[src/common/rx_regs_pkg.sv]
package rx_regs_pkg;

    localparam int REG_DW   = 32;
    localparam int N_ID_2_W = 2;

    // status and control register map
    typedef enum logic [3:0] {
        REG_ID         = 4'd0,
        REG_CTRL       = 4'd1,
        REG_SAMPLE_CNT = 4'd2,
        REG_N_ID_2     = 4'd3,
        REG_CFO_ACC    = 4'd4
    } reg_addr_e;

    // CTRL bits
    localparam int CTRL_CFO_MANUAL = 0;

    localparam logic [REG_DW-1:0] RX_ID = 32'h5258_4645;

    typedef struct packed {
        logic              valid;
        logic              we;
        reg_addr_e         addr;
        logic [REG_DW-1:0] wdata;
    } reg_req_t;

    typedef struct packed {
        logic              valid;
        logic [REG_DW-1:0] rdata;
    } reg_rsp_t;

endpackage

[src/common/rx_dsp_pkg.sv]
package rx_dsp_pkg;

    // sample and trig widths
    localparam int IQ_W    = 16;
    localparam int TRIG_W  = 16;
    localparam int PHASE_W = 20;

    // full precision of one complex multiplier sum
    localparam int MULT_W = IQ_W + TRIG_W + 1;

    // lookup addressed by the top phase bits
    localparam int LUT_BITS   = 6;
    localparam int LUT_SIZE   = 2 ** LUT_BITS;
    localparam int SIN_OFFSET = LUT_SIZE / 4;

    // sample strobe in to sample strobe out
    localparam int DEROT_LATENCY = 3;

    typedef struct packed {
        logic signed [IQ_W-1:0] re;
        logic signed [IQ_W-1:0] im;
    } iq_t;

    typedef struct packed {
        logic signed [TRIG_W-1:0] cos;
        logic signed [TRIG_W-1:0] sin;
    } trig_t;

    // one full turn of cosine, scaled by 32767
    localparam logic signed [TRIG_W-1:0] COS_LUT [LUT_SIZE] = '{
         32767,  32609,  32137,  31356,  30273,  28898,  27245,  25329,
         23170,  20787,  18204,  15446,  12539,   9512,   6393,   3212,
             0,  -3212,  -6393,  -9512, -12539, -15446, -18204, -20787,
        -23170, -25329, -27245, -28898, -30273, -31356, -32137, -32609,
        -32767, -32609, -32137, -31356, -30273, -28898, -27245, -25329,
        -23170, -20787, -18204, -15446, -12539,  -9512,  -6393,  -3212,
             0,   3212,   6393,   9512,  12539,  15446,  18204,  20787,
         23170,  25329,  27245,  28898,  30273,  31356,  32137,  32609
    };

endpackage
[src/hdl/rx_frontend.sv]
`timescale 1ns/10ps

module rx_frontend (
    input  logic                                clk_i,
    input  logic                                reset_ni,

    input  rx_dsp_pkg::iq_t                     sample_i,
    input  logic                                sample_valid_i,
    input  logic [rx_dsp_pkg::PHASE_W-1:0]      cfo_inc_i,
    input  logic                                cfo_valid_i,
    input  logic [rx_regs_pkg::N_ID_2_W-1:0]    n_id_2_i,
    input  logic                                n_id_2_valid_i,
    input  rx_regs_pkg::reg_req_t               reg_req_i,

    output rx_dsp_pkg::iq_t                     sample_o,
    output logic                                sample_valid_o,
    output rx_regs_pkg::reg_rsp_t               reg_rsp_o
);

    logic                              cfo_manual;
    rx_dsp_pkg::trig_t                 trig;
    logic                              trig_valid;
    logic [rx_dsp_pkg::PHASE_W-1:0]    cfo_acc;

    cfo_nco cfo_nco_inst (
        .clk_i          (clk_i),
        .reset_ni       (reset_ni),
        .sample_valid_i (sample_valid_i),
        .cfo_inc_i      (cfo_inc_i),
        .cfo_valid_i    (cfo_valid_i),
        .cfo_manual_i   (cfo_manual),
        .trig_o         (trig),
        .trig_valid_o   (trig_valid),
        .cfo_acc_o      (cfo_acc)
    );

    cfo_derotator cfo_derotator_inst (
        .clk_i          (clk_i),
        .reset_ni       (reset_ni),
        .sample_i       (sample_i),
        .sample_valid_i (sample_valid_i),
        .trig_i         (trig),
        .trig_valid_i   (trig_valid),
        .sample_o       (sample_o),
        .sample_valid_o (sample_valid_o)
    );

    rx_regmap rx_regmap_inst (
        .clk_i          (clk_i),
        .reset_ni       (reset_ni),
        .reg_req_i      (reg_req_i),
        .reg_rsp_o      (reg_rsp_o),
        .sample_valid_i (sample_valid_i),
        .n_id_2_i       (n_id_2_i),
        .n_id_2_valid_i (n_id_2_valid_i),
        .cfo_acc_i      (cfo_acc),
        .cfo_manual_o   (cfo_manual)
    );

endmodule

[src/hdl/rx_regmap.sv]
`timescale 1ns/10ps

module rx_regmap (
    input  logic                                clk_i,
    input  logic                                reset_ni,

    input  rx_regs_pkg::reg_req_t               reg_req_i,
    output rx_regs_pkg::reg_rsp_t               reg_rsp_o,

    input  logic                                sample_valid_i,
    input  logic [rx_regs_pkg::N_ID_2_W-1:0]    n_id_2_i,
    input  logic                                n_id_2_valid_i,
    input  logic [rx_dsp_pkg::PHASE_W-1:0]      cfo_acc_i,
    output logic                                cfo_manual_o
);

    logic                                ctrl_cfo_manual;
    logic [rx_regs_pkg::REG_DW-1:0]      sample_cnt;
    logic [rx_regs_pkg::N_ID_2_W-1:0]    n_id_2;
    logic [rx_regs_pkg::REG_DW-1:0]      rdata;
    logic                                ctrl_we;

    assign ctrl_we = reg_req_i.valid && reg_req_i.we &&
                     (reg_req_i.addr == rx_regs_pkg::REG_CTRL);

    // ----------------------------------------------------------------------
    // control and status state
    // ----------------------------------------------------------------------
    always_ff @(posedge clk_i) begin
        if (!reset_ni) begin
            ctrl_cfo_manual <= 1'b0;
            sample_cnt      <= '0;
            n_id_2          <= '0;
        end else begin
            if (ctrl_we) begin
                ctrl_cfo_manual <= reg_req_i.wdata[rx_regs_pkg::CTRL_CFO_MANUAL];
            end
            // wraps at 2^32
            if (sample_valid_i) begin
                sample_cnt <= sample_cnt + 1'b1;
            end
            if (n_id_2_valid_i) begin
                n_id_2 <= n_id_2_i;
            end
        end
    end

    // ----------------------------------------------------------------------
    // read decode
    // ----------------------------------------------------------------------
    always_comb begin
        rdata = '0;
        case (reg_req_i.addr)
            rx_regs_pkg::REG_ID:         rdata = rx_regs_pkg::RX_ID;
            rx_regs_pkg::REG_CTRL:       rdata[rx_regs_pkg::CTRL_CFO_MANUAL] = ctrl_cfo_manual;
            rx_regs_pkg::REG_SAMPLE_CNT: rdata = sample_cnt;
            rx_regs_pkg::REG_N_ID_2:     rdata[rx_regs_pkg::N_ID_2_W-1:0] = n_id_2;
            rx_regs_pkg::REG_CFO_ACC: begin
                rdata = {{(rx_regs_pkg::REG_DW - rx_dsp_pkg::PHASE_W){cfo_acc_i[rx_dsp_pkg::PHASE_W-1]}},
                         cfo_acc_i};
            end
            default:                     rdata = '0;
        endcase
        // writes answer with zero
        if (reg_req_i.we) begin
            rdata = '0;
        end
    end

    always_ff @(posedge clk_i) begin
        if (!reset_ni) begin
            reg_rsp_o.valid <= 1'b0;
        end else begin
            reg_rsp_o.valid <= reg_req_i.valid;
        end
    end

    always_ff @(posedge clk_i) begin
        if (reg_req_i.valid) begin
            reg_rsp_o.rdata <= rdata;
        end
    end

    assign cfo_manual_o = ctrl_cfo_manual;

endmodule

[src/cfo/cfo_derotator.sv]
`timescale 1ns/10ps

module cfo_derotator (
    input  logic                clk_i,
    input  logic                reset_ni,

    input  rx_dsp_pkg::iq_t     sample_i,
    input  logic                sample_valid_i,
    input  rx_dsp_pkg::trig_t   trig_i,
    input  logic                trig_valid_i,

    output rx_dsp_pkg::iq_t     sample_o,
    output logic                sample_valid_o
);

    rx_dsp_pkg::iq_t                      sample_d;
    logic signed [rx_dsp_pkg::MULT_W-1:0] re_sum;
    logic signed [rx_dsp_pkg::MULT_W-1:0] im_sum;
    logic signed [rx_dsp_pkg::MULT_W-1:0] re_shift;
    logic signed [rx_dsp_pkg::MULT_W-1:0] im_shift;
    logic                                 sum_valid;

    // line the sample up with the lookup output
    always_ff @(posedge clk_i) begin
        if (sample_valid_i) begin
            sample_d <= sample_i;
        end
    end

    // ----------------------------------------------------------------------
    // stage one, full width products
    // ----------------------------------------------------------------------
    always_ff @(posedge clk_i) begin
        if (trig_valid_i) begin
            re_sum <= sample_d.re * trig_i.cos - sample_d.im * trig_i.sin;
            im_sum <= sample_d.re * trig_i.sin + sample_d.im * trig_i.cos;
        end
    end

    // ----------------------------------------------------------------------
    // stage two, scale back to sample width
    // ----------------------------------------------------------------------
    assign re_shift = re_sum >>> (rx_dsp_pkg::TRIG_W - 1);
    assign im_shift = im_sum >>> (rx_dsp_pkg::TRIG_W - 1);

    always_ff @(posedge clk_i) begin
        if (sum_valid) begin
            sample_o.re <= re_shift[rx_dsp_pkg::IQ_W-1:0];
            sample_o.im <= im_shift[rx_dsp_pkg::IQ_W-1:0];
        end
    end

    always_ff @(posedge clk_i) begin
        if (!reset_ni) begin
            sum_valid      <= 1'b0;
            sample_valid_o <= 1'b0;
        end else begin
            sum_valid      <= trig_valid_i;
            sample_valid_o <= sum_valid;
        end
    end

endmodule

[src/cfo/cfo_nco.sv]
`timescale 1ns/10ps

module cfo_nco (
    input  logic                             clk_i,
    input  logic                             reset_ni,

    input  logic                             sample_valid_i,
    input  logic [rx_dsp_pkg::PHASE_W-1:0]   cfo_inc_i,
    input  logic                             cfo_valid_i,
    input  logic                             cfo_manual_i,

    output rx_dsp_pkg::trig_t                trig_o,
    output logic                             trig_valid_o,
    output logic [rx_dsp_pkg::PHASE_W-1:0]   cfo_acc_o
);

    logic [rx_dsp_pkg::PHASE_W-1:0]  cfo_acc;
    logic [rx_dsp_pkg::PHASE_W-1:0]  phase;
    logic [rx_dsp_pkg::LUT_BITS-1:0] cos_idx;
    logic [rx_dsp_pkg::LUT_BITS-1:0] sin_idx;

    // ----------------------------------------------------------------------
    // accumulator and phase
    // ----------------------------------------------------------------------
    always_ff @(posedge clk_i) begin
        if (!reset_ni) begin
            cfo_acc      <= '0;
            phase        <= '0;
            trig_valid_o <= 1'b0;
        end else begin
            trig_valid_o <= sample_valid_i;
            if (cfo_manual_i) begin
                // manual mode, no correction
                cfo_acc <= '0;
                phase   <= '0;
            end else begin
                // detector increments are relative to the last one
                if (cfo_valid_i) begin
                    cfo_acc <= cfo_acc - cfo_inc_i;
                end
                // old accumulator value is used on a shared cycle
                if (sample_valid_i) begin
                    phase <= phase + cfo_acc;
                end
            end
        end
    end

    // ----------------------------------------------------------------------
    // sine/cosine lookup
    // ----------------------------------------------------------------------
    assign cos_idx = phase[rx_dsp_pkg::PHASE_W-1 -: rx_dsp_pkg::LUT_BITS];

    // sin(x) = cos(x - pi/2), index wraps on its own
    assign sin_idx = cos_idx - rx_dsp_pkg::LUT_BITS'(rx_dsp_pkg::SIN_OFFSET);

    always_ff @(posedge clk_i) begin
        if (sample_valid_i) begin
            trig_o.cos <= rx_dsp_pkg::COS_LUT[cos_idx];
            trig_o.sin <= rx_dsp_pkg::COS_LUT[sin_idx];
        end
    end

    assign cfo_acc_o = cfo_acc;

endmodule

[config.mk]
export PLATFORM = sky130hd
export DESIGN_NAME = rx_frontend
export DESIGN_NICKNAME = d
export VERILOG_FILES = /design/src/common/rx_regs_pkg.sv /design/src/common/rx_dsp_pkg.sv /design/src/hdl/rx_frontend.sv /design/src/hdl/rx_regmap.sv /design/src/cfo/cfo_derotator.sv /design/src/cfo/cfo_nco.sv
export SDC_FILE = /design/constraint.sdc
export NUM_CORES = 2
export LEC_CHECK = 0
export BUFFER_PORTS_ARGS = -buffer_cell sky130_fd_sc_hd__buf_2
export CORE_MARGIN = 2
export CORE_UTILIZATION = 40
export DETAILED_ROUTE_END_ITERATION = 12
export GPL_ROUTABILITY_DRIVEN = 0
export PLACE_DENSITY = 0.53
export SLEW_MARGIN = 15
export SYNTH_ARGS = -nofsm -noshare
export SYNTH_HDL_FRONTEND = slang
export SYNTH_SLANG_ARGS = --single-unit
[constraint.sdc]
create_clock -name clk_i -period 23.6 [get_ports clk_i]
set_input_delay 5.9 -clock clk_i [delete_from_list [all_inputs] [get_ports clk_i]]
set_output_delay 5.9 -clock clk_i [all_outputs]
set_load 0.01 [all_outputs]
# Yosys cells after proc, flatten, opt, wreduce, memory -nomap -nowiden

Memory sizes are Yosys's and may differ from the RTL's. A register that Yosys moved wholly into a read port is not among the register bits.
Cells that the tools add are included.

Add/sub/neg operators: 6
$mul: 4
Equality and inequality tests: 4
Multiplexer cells: 3
Bitwise logic cells: 3
Reductions and logical operators: 4

Operators with widths:

| cell                                                                | number |
|---|---|
| 16-bit by 16-bit multiplier with 31-bit output                      | 4 |
| 30-bit case mux with 3 select lines                                 | 1 |
| 32-bit by 1-bit adder with 32-bit output (second input constant)    | 1 |
| 31-bit adder                                                        | 1 |
| 31-bit subtractor                                                   | 1 |
| 20-bit adder                                                        | 1 |
| 20-bit subtractor                                                   | 1 |
| 6-bit inverter with 7-bit output                                    | 2 |
| 4-bit by 2-bit == test with 1-bit output (second input constant)    | 2 |
| 6-bit by 5-bit subtractor with 6-bit output (second input constant) | 1 |
| 1-bit case mux with 5 select lines                                  | 1 |
| 4-bit by 1-bit == test with 1-bit output (second input constant)    | 1 |
| 4-bit by 3-bit == test with 1-bit output (second input constant)    | 1 |
| 4-bit zero test                                                     | 1 |
| 1-bit case mux with 3 select lines                                  | 1 |
| 1-bit logical AND                                                   | 2 |
| 2-bit OR reduction                                                  | 1 |
| 1-bit inverter                                                      | 1 |

Register bits: 237
Memory bits (read-only): 2048
Input bits: 97
Output and inout port bits: 66
Logic and storage cells: 42
Memories: 2

Memories:

| memory          | depth | width | read ports | clocked after Yosys merged registers in | wr ports | RTL line      | source |
|---|---|---|---|---|---|---|---|
| (no name shown) | 64    | 16    | 1          | 1                                       | 0        | cfo_nco.sv:59 | `trig_o.cos <= rx_dsp_pkg::COS_LUT[cos_idx];` |
| (no name shown) | 64    | 16    | 1          | 1                                       | 0        | cfo_nco.sv:60 | `trig_o.sin <= rx_dsp_pkg::COS_LUT[sin_idx];` |

# Logic depth before layout (Yosys ltp)

Depth in word-level cells: 2
Mapped depth: 28
Gate-level depth less buffers: 27

# Modules after synthesis

Synthesis repeated with hierarchy kept, for this count alone.

Cell total of the unflattened synthesis: 5272
Area total of the unflattened synthesis: 50547.2 um2

Modules (own cells, without submodules):

| module        | times used | cells an instance | area each (um2) |
|---|---|---|---|
| cfo_derotator | 1          | 4217              | 41155.7 |
| cfo_nco       | 1          | 745               | 6284.8 |
| rx_regmap     | 1          | 310               | 3106.7 |

# Worst setup path before layout

No wires, ideal clock.

Path kind: input to register
Start: in cfo_inc_i[0] (netlist bit)
End: reg cfo_nco_inst.cfo_acc (netlist bit cfo_nco_inst.cfo_acc_o[18])
Setup time: 0.128 ns
Arrival: 7.927 ns
Required time: 23.472 ns
Slack: 15.545 ns
Stages: 11
Path buffers: 0
Cells stage by stage: ha_1 fa_1 nor2b_1 o21ai_1 a21o_1 a31oi_1 a211oi_1 o311ai_0 xor2_1 mux2i_1 nor2_1

Word-level cells in the longest chain between the ends: 1

Ends and longest elaborated chain:

| what                   | RTL line         | source |
|---|---|---|
| start: declaration     | rx_frontend.sv:9 | `input logic [rx_dsp_pkg::PHASE_W-1:0] cfo_inc_i,` |
| 20-bit subtractor      | cfo_nco.sv:39    | `cfo_acc <= cfo_acc - cfo_inc_i;` |
| end signal: assignment | cfo_nco.sv:39    |  |
| end: declaration       | cfo_nco.sv:17    | `logic [rx_dsp_pkg::PHASE_W-1:0] cfo_acc;` |

No other way between the ends.
A chain may end at the register's enable or synchronous reset.

# Worst setup path after layout

Start: reg cfo_derotator_inst.sample_d[15] (netlist bit)
End: reg cfo_derotator_inst.re_sum[30] (netlist bit) (data pin)

Word-level cells in the longest chain between the ends: 2

Ends and longest elaborated chain:

| what                                           | RTL line            | source |
|---|---|---|
| start: declaration                             | cfo_derotator.sv:16 | `rx_dsp_pkg::iq_t sample_d;` |
| start signal: assignment                       | cfo_derotator.sv:26 | `sample_d <= sample_i;` |
| 16-bit by 16-bit multiplier with 31-bit output | cfo_derotator.sv:35 | `re_sum <= sample_d.re * trig_i.cos - sample_d.im * trig_i.sin;` |
| 31-bit subtractor                              | cfo_derotator.sv:35 |  |
| end signal: assignment                         | cfo_derotator.sv:35 |  |
| end: declaration                               | cfo_derotator.sv:17 | `logic signed [rx_dsp_pkg::MULT_W-1:0] re_sum;` |

No other way between the ends.

==> impl_metrics.ini <==
[floorplanning]
ioPinCount = 163
chipWidth_um = 358
fp.dieH_um = 358
rows = 129
die-area_sq_mm = 0.128
initial_utilization = 0.404
core_sq_mm = 0.124

[global_route]
grt_pass1_wl_um = 203000
first_global_vias = 36400
grt_use_total = 0.204
overflow = 0
antenna_found_initial = 4
grt_max_degree = 94

[setup_path]
r2r_slack_ps = 15040
crit_type = flip-flop to flip-flop
start_kind = flip-flop
worstPathRequired_ps = 23900
endpoint_kind = flip-flop
crit_fanout = 33
timing.rr.start = cfo_derotator_inst.sample_d[15]$_DFFE_PP_
cp_slowest_stage_delay_ps = 730
rr_worst_depth = 25
r2r-end = cfo_derotator_inst.re_sum[30]$_DFFE_PP_
cp_slowest_cell = inv_1
crit_path_frequent_cell = fa_1
arrival_ps = 8860

[timing]
max_freq_mhz = 117
hold_viol_final = 0
post-route-period-util = 0.363
finClkSkew_ps = 48.8
setup_tns_ps = 0
rsz0062_at_grt = false
slew_headroom = 0.375
worstMarginPinSlew_ps = 936
setup_viol = 0
fin_crit_ps = 8560
drv_slew = 0

[hold_path]
holdPathStages = 0
min_path_type = flip-flop to flip-flop
min_from = cfo_derotator_inst.im_sum[24]$_DFFE_PP_
hold_end = cfo_derotator_inst.sample_o[9]$_DFFE_PP_

[route]
route.met2.wl_um = 58700
vias_per_cell = 4.87
top_layer_used = met4
wl_um = 122000
vias = 33700
route.detailed.wl_per_inst_um = 17.7
route.detailed.drc = 0
drtPass1Iterations = 5
m1WireLength_um = 56200
wl_met3_um = 4640
drt-initial-drc-count = 1752
final_antenna_net_count = 0

[clock_network]
insertion_delay_ps = 600
clk_pin_slew_ps = 50
cts_tree = done
cts_setup_buffers = 0
postCtsHoldBufs = 0
clk_path_buf_depth = 3
cts_buffers = 35
htree_levels = 2
numClockSinks = 239
post_cts_resized = 0
root_buffer = clkbuf_16

[synth]
yosys-top-cells-area = fa_1 45%, inv_1 9.7%, edfxtp_1 9.6%, ha_1 8.4%, and2_1 6.0%
ys_ff_latch = 239
synth_edf_count = 160
synthArstFlopShare = 0
syn_inst = 5271
synthDistinctLibCells = 72
ys_seq_area_frac = 0.128
synth_xor_area_frac = 0.0262
synth.avg_cell_area_sq_um = 9.50
synth_top_family_by_area = adder cells
syn_area_sq_mm = 0.0501
synthAdderAreaFrac = 0.533
synth_simple_gate_area_frac = 0.144
synthMuxAreaShare = 0.00927
synth_compound_area_frac = 0.0433
synth_top_flop_cell = edfxtp_1
ys_warn_count = 0
synth_area_leader_cell = fa_1
synth_top_cell_area_share = 0.448
syn-num-nets = 6827

[final_layout]
drive_gt1_frac = 0.0545
layoutNonFillerInstCount = 6923
syn2layout_area_growth_pct = 6.93
final_util = 0.432
fillers = 12300
nets = 6814

[placed_design]
io_buffers = 131
dpl.cell_count = 6858
hpwlAfterDp_um = 91000

[run]
drv_cap = 0

[outcome]
status = complete, no violations
## layout by cell type, fill, tap and decap left out, types with 33 or more instances in the layout
cell	n
ha_1	338
buf_4	76
xnor2_1	116
nand2_1	634
nor2_1	160
xor2_1	34
inv_1	1296
clkbuf_16	36
nand2b_1	39
dfxtp_1	74
nand3_1	33
edfxtp_1	160
nor3_1	37
and2_1	483
a21oi_1	101
mux2i_1	43
fa_1	1121
buf_2	130
o21ai_0	84
## synthesized netlist by cell type (24+ instances only)
cell and count:
inv_1 1296, nor2b_1 27, nand2_1 634, nor3_1 37, ha_1 338, mux2i_1 43
a211oi_1 24, and2_1 483, o21ai_0 84, fa_1 1121, edfxtp_1 160, xnor2_1 116
a21oi_1 101, nor2_1 161, clkbuf_1 236, xor2_1 34, dfxtp_1 79, nand3_1 33
nand2b_1 39
## state kept, by name, indices dropped and copies added (netlist names), 16 cells and up
name                         cells
cfo_nco_inst.cfo_acc_o          20
cfo_derotator_inst.sample_d     32
rx_regmap_inst.sample_cnt       32
rx_regmap_inst.reg_rsp_o        33
cfo_derotator_inst.im_sum       16
cfo_derotator_inst.re_sum       16
cfo_nco_inst.trig_o             32
cfo_derotator_inst.sample_o     32
cfo_nco_inst.phase              20
## worst max path at each step
stage	start	end	slack, ps	depth (start not counted)
after floorplan	cfo_inc_i[0]	cfo_nco_inst.cfo_acc_o[18]$_SDFFE_PP0P_	15550	11
after global placement	cfo_nco_inst.trig_o[0]$_DFFE_PP_	cfo_derotator_inst.re_sum[30]$_DFFE_PP_	15050	25
after detailed placement	cfo_nco_inst.trig_o[0]$_DFFE_PP_	cfo_derotator_inst.re_sum[30]$_DFFE_PP_	15030	25
after CTS	cfo_nco_inst.trig_o[0]$_DFFE_PP_	cfo_derotator_inst.re_sum[30]$_DFFE_PP_	14980	25
after global routing	cfo_derotator_inst.sample_d[15]$_DFFE_PP_	cfo_derotator_inst.re_sum[30]$_DFFE_PP_	14510	25
final	cfo_derotator_inst.sample_d[15]$_DFFE_PP_	cfo_derotator_inst.re_sum[30]$_DFFE_PP_	15040	25
## metal layers
layer | track usage | up-vias
met5 | 0 | -
met4 | 0.0478 | 0
met3 | 0.0192 | 104
met2 | 0.339 | 585
met1 | 0.289 | 17500
li1 | - | 15500
## kinds of logic after synthesis
| kind of cell | count (synthesis) |
|---|---|
| AOI/OAI and AO/OA | 340 |
| DFF | 239 |
| buffers and inverters | 1555 |
| and+or+nand+nor | 1483 |
| muxes | 45 |
| adders and majority gates | 1459 |
| xor gates and xnor gates | 150 |
## per-stage QoR
step	hold slack (ps)	setup slack [ps]	cell area, sq um
floorplan	400	15550	50100
global placement	404	15050	52400
detailed placement	405	15030	52400
CTS	412	14980	53500
global route	423	14510	53500
finish	414	15040	53500
## worst max-delay path, delay by kind of cell, from the launching register on
kind / cells / cell delay [ps]
compound gates: 3 / 960
fa+ha+maj: 9 / 4020
buf+inv: 7 / 1430
flops: 1 / 310
mux: 1 / 250
simple gates: 5 / 1270
## layout make-up
cell class | instances | area [sq um] | area share
Clock buffer | 46 | 968 | 0.0181
Antenna cell | 3 | 7.51 | 0.000140
Tap cell | 1637 | 2050 | 0.0383
Timing Repair Buffer | 206 | 1220 | 0.0228
Clock inverter | 16 | 174 | 0.00325
Inverter | 1299 | 4880 | 0.0911
Multi-Input combinational cell | 3477 | 37900 | 0.707
Sequential cell | 239 | 6390 | 0.119
Power is not shown: default switching activity piles up to over one toggle a cycle in this logic, so the estimate is an artifact.
